`config.mk`:
```
export PLATFORM = sky130hd
export DESIGN_NAME = mem1_unit
export DESIGN_NICKNAME = d
export VERILOG_FILES = /design/src/logic/cpu_pkg.sv /design/src/logic/pipe_pkg.sv /design/src/logic/addr_trans.sv /design/src/logic/mem1_stage.sv /design/src/logic/mem1_unit.sv
export SDC_FILE = /design/constraint.sdc
export NUM_CORES = 1
export LEC_CHECK = 0
export BUFFER_PORTS_ARGS = -buffer_cell sky130_fd_sc_hd__buf_4
export CAP_MARGIN = 20
export CORE_AREA = 2 2 270 272
export CTS_BUF_LIST = sky130_fd_sc_hd__clkbuf_8
export CTS_CLUSTER_DIAMETER = 50
export CTS_CLUSTER_SIZE = 25
export DETAILED_ROUTE_END_ITERATION = 8
export DIE_AREA = 0 0 272 274
export GPL_ROUTABILITY_DRIVEN = 0
export PLACE_DENSITY = 0.47
export SLEW_MARGIN = 20
export SYNTH_ARGS = -nofsm -noshare
export SYNTH_HDL_FRONTEND = slang
export SYNTH_SLANG_ARGS = --single-unit
```
`constraint.sdc`:
```
create_clock -name clk -period 12.3 [get_ports clk]
set_clock_uncertainty 0.1 [all_clocks]
set_input_delay 0.615 -clock clk [delete_from_list [all_inputs] [get_ports clk]]
set_output_delay 0.615 -clock clk [all_outputs]
set_load 0.1 [all_outputs]
```
`src/logic/cpu_pkg.sv`:
```
package cpu_pkg;

    typedef logic [31:0] u32_t;

    localparam int TLB_ENTRY_NUM = 4;

    typedef logic [1:0] plv_t;

    // Bit 0 set selects a cached access
    typedef logic [1:0] mat_t;

    typedef enum logic [1:0] {
        BT_BYTE = 2'd0,
        BT_HALF = 2'd1,
        BT_WORD = 2'd2
    } byte_type_e;

    typedef enum logic {
        LOOKUP_LOAD  = 1'b0,
        LOOKUP_STORE = 1'b1
    } lookup_e;

    // Encodings follow the architectural ECODE field
    typedef enum logic [5:0] {
        EC_NONE = 6'h00,
        EC_PIL  = 6'h01,
        EC_PIS  = 6'h02,
        EC_PME  = 6'h04,
        EC_PPI  = 6'h07,
        EC_ALE  = 6'h09,
        EC_TLBR = 6'h3f
    } ecode_e;

    typedef struct packed {
        logic [2:0] vseg;
        logic [2:0] pseg;
        mat_t       mat;
        logic       plv3;
        logic       plv0;
    } dmw_t;

    typedef struct packed {
        logic       da;
        logic       pg;
        plv_t       plv;
        mat_t       datm;
        dmw_t       dmw0;
        dmw_t       dmw1;
        logic [9:0] asid;
    } csr_t;

    // One entry maps a single 4 KiB page
    typedef struct packed {
        logic        e;
        logic        g;
        logic [9:0]  asid;
        logic [19:0] vppn;
        logic [19:0] ppn;
        plv_t        plv;
        mat_t        mat;
        logic        d;
        logic        v;
    } tlb_entry_t;

    typedef struct packed {
        logic   valid;
        ecode_e ecode;
        u32_t   badv;
    } excp_pass_t;

endpackage

```
`src/logic/pipe_pkg.sv`:
```
package pipe_pkg;

    import cpu_pkg::*;

    typedef enum logic [1:0] {
        DC_NOP = 2'd0,
        DC_R   = 2'd1,
        DC_W   = 2'd2
    } dcache_op_e;

    typedef struct packed {
        u32_t        pc;
        u32_t        pc_plus4;
        u32_t        ex_out;
        logic        is_mem;
        logic        is_store;
        logic        is_signed;
        byte_type_e  byte_type;
        logic        is_wr_rd;
        logic        is_wr_rd_pc_plus4;
        logic [4:0]  rd;
        logic        is_wr_csr;
        logic [13:0] csr_addr;
        logic        is_flush;
    } execute_memory1_pass_t;

    // byte_en carries the low address bits for the load aligner downstream
    typedef struct packed {
        u32_t        pc;
        u32_t        ex_out;
        logic        is_mem;
        logic        is_store;
        logic        is_signed;
        byte_type_e  byte_type;
        logic [1:0]  byte_en;
        logic        is_wr_rd;
        logic        is_wr_rd_pc_plus4;
        logic [4:0]  rd;
        logic        is_wr_csr;
        logic [13:0] csr_addr;
        logic        is_flush;
        u32_t        pa;
        mat_t        mat;
    } memory1_memory2_pass_t;

    typedef struct packed {
        logic       valid;
        logic [4:0] idx;
        u32_t       data;
    } forward_req_t;

    typedef struct packed {
        logic [11:0] idx;
        dcache_op_e  op;
        u32_t        pa;
        logic        is_cached;
        byte_type_e  byte_type;
    } dcache_req_t;

endpackage

```
`src/logic/addr_trans.sv`:
```
`timescale 1ns/1ns

module addr_trans import cpu_pkg::*; (
    input  csr_t       csr,
    input  tlb_entry_t tlb_entries [TLB_ENTRY_NUM],
    input  logic       req,
    input  u32_t       va,
    input  lookup_e    lookup_type,
    input  byte_type_e byte_type,
    output u32_t       pa,
    output mat_t       mat,
    output excp_pass_t excp
);

    logic       misaligned;
    logic       dmw0_hit;
    logic       dmw1_hit;
    logic       tlb_hit;
    tlb_entry_t tlb_sel;
    ecode_e     ecode;

    // A window only opens for the privilege levels it enables
    function automatic logic window_hit(dmw_t win, plv_t plv, logic [2:0] vseg);
        logic plv_ok;
        plv_ok = (plv == 2'd0 && win.plv0) || (plv == 2'd3 && win.plv3);
        return plv_ok && (win.vseg == vseg);
    endfunction

    assign misaligned = (byte_type == BT_HALF && va[0])
                     || (byte_type == BT_WORD && va[1:0] != 2'b00);

    assign dmw0_hit = window_hit(csr.dmw0, csr.plv, va[31:29]);
    assign dmw1_hit = window_hit(csr.dmw1, csr.plv, va[31:29]);

    // Lowest matching entry wins, so scan from the top and let later hits overwrite
    always_comb begin
        tlb_hit = 1'b0;
        tlb_sel = tlb_entries[0];
        for (int i = TLB_ENTRY_NUM - 1; i >= 0; i--) begin
            if (tlb_entries[i].e && tlb_entries[i].vppn == va[31:12]
                    && (tlb_entries[i].g || tlb_entries[i].asid == csr.asid)) begin
                tlb_hit = 1'b1;
                tlb_sel = tlb_entries[i];
            end
        end
    end

    always_comb begin
        pa  = va;
        mat = csr.datm;
        if (!csr.da) begin
            if (dmw0_hit) begin
                pa  = {csr.dmw0.pseg, va[28:0]};
                mat = csr.dmw0.mat;
            end else if (dmw1_hit) begin
                pa  = {csr.dmw1.pseg, va[28:0]};
                mat = csr.dmw1.mat;
            end else begin
                pa  = {tlb_sel.ppn, va[11:0]};
                mat = tlb_sel.mat;
            end
        end
    end

    // Alignment is checked ahead of every translation fault
    always_comb begin
        ecode = EC_NONE;
        if (misaligned) begin
            ecode = EC_ALE;
        end else if (!csr.da && !dmw0_hit && !dmw1_hit) begin
            if (!tlb_hit) begin
                ecode = EC_TLBR;
            end else if (!tlb_sel.v) begin
                if (lookup_type == LOOKUP_STORE) begin
                    ecode = EC_PIS;
                end else begin
                    ecode = EC_PIL;
                end
            end else if (csr.plv > tlb_sel.plv) begin
                ecode = EC_PPI;
            end else if (lookup_type == LOOKUP_STORE && !tlb_sel.d) begin
                ecode = EC_PME;
            end
        end
    end

    assign excp.valid = req && (ecode != EC_NONE);
    assign excp.ecode = ecode;
    assign excp.badv  = va;

endmodule

```
`src/logic/mem1_stage.sv`:
```
`timescale 1ns/1ns

module mem1_stage import cpu_pkg::*, pipe_pkg::*; (
    input  logic                  clk,
    input  logic                  rst_n,
    input  csr_t                  csr,
    input  tlb_entry_t            tlb_entries [TLB_ENTRY_NUM],
    input  logic                  is_stall,
    input  logic                  is_flush,
    input  execute_memory1_pass_t pass_in,
    input  excp_pass_t            excp_in,
    output forward_req_t          fwd_req,
    output dcache_req_t           dcache_req,
    output memory1_memory2_pass_t pass_out,
    output excp_pass_t            excp_out
);

    execute_memory1_pass_t pass_r;
    excp_pass_t            excp_r;
    logic                  kill;
    lookup_e               lookup_type;
    u32_t                  trans_pa;
    mat_t                  trans_mat;
    excp_pass_t            trans_excp;

    // The stage comes out of reset holding a flushed bubble
    always_ff @(posedge clk) begin
        if (!rst_n) begin
            pass_r.is_flush <= 1'b1;
            excp_r.valid    <= 1'b0;
        end else if (!is_stall) begin
            pass_r <= pass_in;
            excp_r <= excp_in;
        end
    end

    assign kill        = is_flush | pass_r.is_flush;
    assign lookup_type = pass_r.is_store ? LOOKUP_STORE : LOOKUP_LOAD;

    addr_trans u_addr_trans (
        .csr         (csr),
        .tlb_entries (tlb_entries),
        .req         (pass_r.is_mem),
        .va          (pass_r.ex_out),
        .lookup_type (lookup_type),
        .byte_type   (pass_r.byte_type),
        .pa          (trans_pa),
        .mat         (trans_mat),
        .excp        (trans_excp)
    );

    // A killed instruction must not raise a fault of its own
    always_comb begin
        excp_out       = trans_excp;
        excp_out.valid = trans_excp.valid & ~kill;
        if (excp_r.valid) begin
            excp_out = excp_r;
        end
    end

    // Load-use hazards are resolved upstream by the stall level
    assign fwd_req.valid = pass_r.is_wr_rd & ~kill;
    assign fwd_req.idx   = pass_r.rd;
    assign fwd_req.data  = pass_r.is_wr_rd_pc_plus4 ? pass_r.pc_plus4 : pass_r.ex_out;

    always_comb begin
        dcache_req.op = DC_NOP;
        if (!kill && pass_r.is_mem && !excp_out.valid) begin
            if (pass_r.is_store) begin
                dcache_req.op = DC_W;
            end else begin
                dcache_req.op = DC_R;
            end
        end
    end

    assign dcache_req.idx       = pass_r.ex_out[11:0];
    assign dcache_req.pa        = trans_pa;
    assign dcache_req.is_cached = trans_mat[0];
    assign dcache_req.byte_type = pass_r.byte_type;

    assign pass_out.pc                = pass_r.pc;
    assign pass_out.ex_out            = pass_r.ex_out;
    assign pass_out.is_mem            = pass_r.is_mem;
    assign pass_out.is_store          = pass_r.is_store;
    assign pass_out.is_signed         = pass_r.is_signed;
    assign pass_out.byte_type         = pass_r.byte_type;
    assign pass_out.byte_en           = pass_r.ex_out[1:0];
    assign pass_out.is_wr_rd          = pass_r.is_wr_rd;
    assign pass_out.is_wr_rd_pc_plus4 = pass_r.is_wr_rd_pc_plus4;
    assign pass_out.rd                = pass_r.rd;
    assign pass_out.is_wr_csr         = pass_r.is_wr_csr;
    assign pass_out.csr_addr          = pass_r.csr_addr;
    assign pass_out.is_flush          = kill;
    assign pass_out.pa                = trans_pa;
    assign pass_out.mat               = trans_mat;

endmodule

```
`src/logic/mem1_unit.sv`:
```
`timescale 1ns/1ns

module mem1_unit import cpu_pkg::*, pipe_pkg::*; (
    input  logic                  clk,
    input  logic                  rst_n,
    input  csr_t                  csr,
    input  tlb_entry_t            tlb_entries [TLB_ENTRY_NUM],
    input  logic                  is_stall,
    input  logic                  is_flush,
    input  execute_memory1_pass_t pass_in,
    input  excp_pass_t            excp_in,
    output forward_req_t          fwd_req,
    output dcache_req_t           dcache_req,
    output memory1_memory2_pass_t pass_out,
    output excp_pass_t            excp_out
);

    mem1_stage u_stage (
        .clk         (clk),
        .rst_n       (rst_n),
        .csr         (csr),
        .tlb_entries (tlb_entries),
        .is_stall    (is_stall),
        .is_flush    (is_flush),
        .pass_in     (pass_in),
        .excp_in     (excp_in),
        .fwd_req     (fwd_req),
        .dcache_req  (dcache_req),
        .pass_out    (pass_out),
        .excp_out    (excp_out)
    );

endmodule

```
==> flow_summary.toml <==
[outcome]
status = "finished clean"

[power_and_ir_drop]
p_leak_nw = 6.82
finalPower_mw = 1.97
vdd_drop_max_v = 0.0000739
p_per_area_nw_per_um2 = 125

[synthesis]
synth-edff-count = 161
yosysWarningCount = 0
ys.flop_type = "edfxtp_1"
synth.largest_area_cell = "edfxtp_1"
async_reset_ff_share_pct = 0
synth_area_leaders = "edfxtp_1, buf_4, mux2_2"
syn_avg_cell_area_um2 = 11.7
yosys.cell_types.count = 53
ys_seq_elements = 163
yosysSeqAreaShare_pct = 47.6
synth_area_um2 = 10200
synth_nets = 1316
yosys.area.top_type_share_pct = 47.2
syn_inst = 879

[layout]
multi_input_area_um2 = 3950
seq_area_um2 = 4880
fillers = 7869
fin_nets = 1830
drive_above_1_share_pct = 58.9
layout_commonest_cell = "buf_4"
final_cells = 2367
syn2layout_area_growth_pct = 53.7
mostFrequentLayoutCells = "buf_4, edfxtp_1, xor2_1"

[global_route]
overflow = 0
grt_usage_pct = 12.2
met1_usage_pct = 13.5
grt_max_degree = 144
grt_pass1_vias = 9344
grt-busiest-layer = "met2"
grtUsageMet3_pct = 3.29
antenna_found_initial = 3
met2_usage_pct = 22.8
grt_pass1_wl_um = 65300

[floorplan]
die_w_um = 272
io_pins = 689
rows = 99
dieHeight_um = 274
die_area_um2 = 74500
core_area_um2 = 72000
initial_core_util_pct = 14.2

[critical_path]
path_max_fanout = 19
cp_top_family = "simple AND/OR/NAND/NOR gates"
critPathBufInv = 1
worstSetupPathType = "reg2out"
worstPathCellList = "xor2_1 > nor4_1 > nand4_1 > or4_1 > o211ai_1 > a21boi_0 > ha_1 > nor2b_1 > o21ai_0 > nand2_1 > a21oi_1 > a21oi_1 > nor3_1 > buf_4"
cp-start-kind = "flip-flop"
critPathMaxStageDelay_ns = 0.93
crit_path_end_kind = "primary output"
arrival_ns = 5.53
r2r-end = "u_stage.excp_r[38]"
r2r-start = "u_stage.excp_r[38]"
worstPathRequired_ns = 11.59
path_common_cell = "a21oi_1"
reg2regPathDepth = 3
cp_slowest_cell = "or4_1"
regToRegSetupSlack_ns = 10.90

[clocking]
cts_tree = "yes"
h-tree-depth = 4
holdBufCountCts = 0
cts_buffers = 17
cts_setup_buffers = 0
cts_sinks = 163
cts_buffer_depth = 2
path_clk_slew_ns = 0.12
cts-root-buf = "clkbuf_8"
ctsResizeCount = 0
clk_latency_ns = 0.46

[route]
avgViaCountPerCell = 3.67
drtAntennaViolNets = 0
drc = 0
drtIter0Drc = 334
wirelength_um = 47900
firstDrtPassIters = 4
wire_per_inst_um = 20.2
vias = 8697

[min_path]
holdPathEnd = "u_stage.pass_out[56]"
hold_path.class = "in2reg"
hp-start = "pass_in[22]"
min_path_cells = 1

[timing]
holdWs_ns = 0.203
hold_viol = 0
tightest_slew_ns = 0.976
setup_violations = 0
drv_slew = 0
setup_ws_ns = 6.06
rsz0062_at_grt = "false"
finalCriticalPeriod_ns = 6.24
period_share_pct = 50.7
max_slew_margin_pct = 34.5
fin_tns_setup_ns = 0
max_clock_freq_mhz = 160

[placed_design]
placed_cells = 2333
io_buffers = 687
dp_hpwl_um = 38800
pre_cts_ws_ns = 6.45

[flow_run]
maxCapViolCount = 0
## Yosys cell counts, types with 7 or more instances
library cell  count
inv_1             8
mux2_2           84
nand2_1          59
xnor2_1          37
a21oi_1           8
mux2i_1          48
o21ai_0          26
buf_2            15
o21ai_1          24
buf_1             8
edfxtp_1        161
xor2_1           90
nor3_1            8
nor4_1           24
nand4_1          12
buf_4           160
nor2b_1           7
clkbuf_1         24
## registers in the layout, summed over array words and instances (netlist names)
signal and flops:
u_stage.dcache_req 14, u_stage.excp_r 39, u_stage.fwd_req 5, u_stage.pass_out 72
u_stage.pass_r 33
## report_power, final
part,switching (mW),total (mW),internal (mW),leakage (nW)
Sequential,0.0330,0.685,0.652,1.53
Combinational,0.647,0.878,0.231,5.09
Clock,0.256,0.410,0.154,0.197
Total,0.936,1.97,1.04,6.82
## cell type report
class,instances,share of cell area (%)
tap,959,7.62
inverter,8,0.191
clock buffer,17,1.49
clock inverter,15,1.02
sequential,163,31.0
antenna,2,0.0318
timing repair buffer,704,33.6
multi-input combinational,499,25.1
## worst max path at each step
stage / from / slack [ns] / cells after the start / to
6_report: u_stage.pass_out[79] / 6.06 / 14 / dcache_req[36]
3_3_place_gp: u_stage.pass_out[79] / 6.45 / 14 / dcache_req[36]
2_1_floorplan: is_stall / 3.74 / 1 / u_stage.dcache_req[0]
5_1_grt: u_stage.pass_out[79] / 5.59 / 14 / dcache_req[36]
3_5_place_dp: u_stage.pass_out[79] / 6.45 / 14 / dcache_req[36]
4_1_cts: u_stage.pass_out[79] / 5.86 / 14 / dcache_req[36]
## routing by layer
layer / routed length, um / vias to the layer above
met3: 3750 / 35
met4: 984 / 0
met2: 24800 / 483
met1: 18400 / 4153
met5: 0 / -
li1: - / 4026
## stage by stage
step / utilization [%] / cell area [um2]
6_report: 21.9 / 15700
3_3_place_gp: 21.3 / 15300
5_1_grt: 21.9 / 15700
4_1_cts: 21.9 / 15700
3_5_place_dp: 21.3 / 15300
2_1_floorplan: - / 10200
## worst reg2reg max path: stages, from the launching register on
cell and delay [ns]:
dfxtp_2 0.46, buf_4 0.49, mux2i_1 0.16, nor2b_1 0.14
## logic make-up (layout without fill, tap and decap cells)
logic type,Yosys count,in the layout,synth area share (%)
buffers and inverters,217,744,14.1
flip-flops,163,163,47.6
AND/OR/NAND/NOR,147,147,7.65
multiplexers,132,132,13.9
XOR/XNOR,127,127,10.9
AO/OA/AOI/OAI,91,91,5.63
adder cells (fa/ha/maj),2,2,0.244
other,0,2,0
No activity file was read; power rests on OpenSTA's default activity.
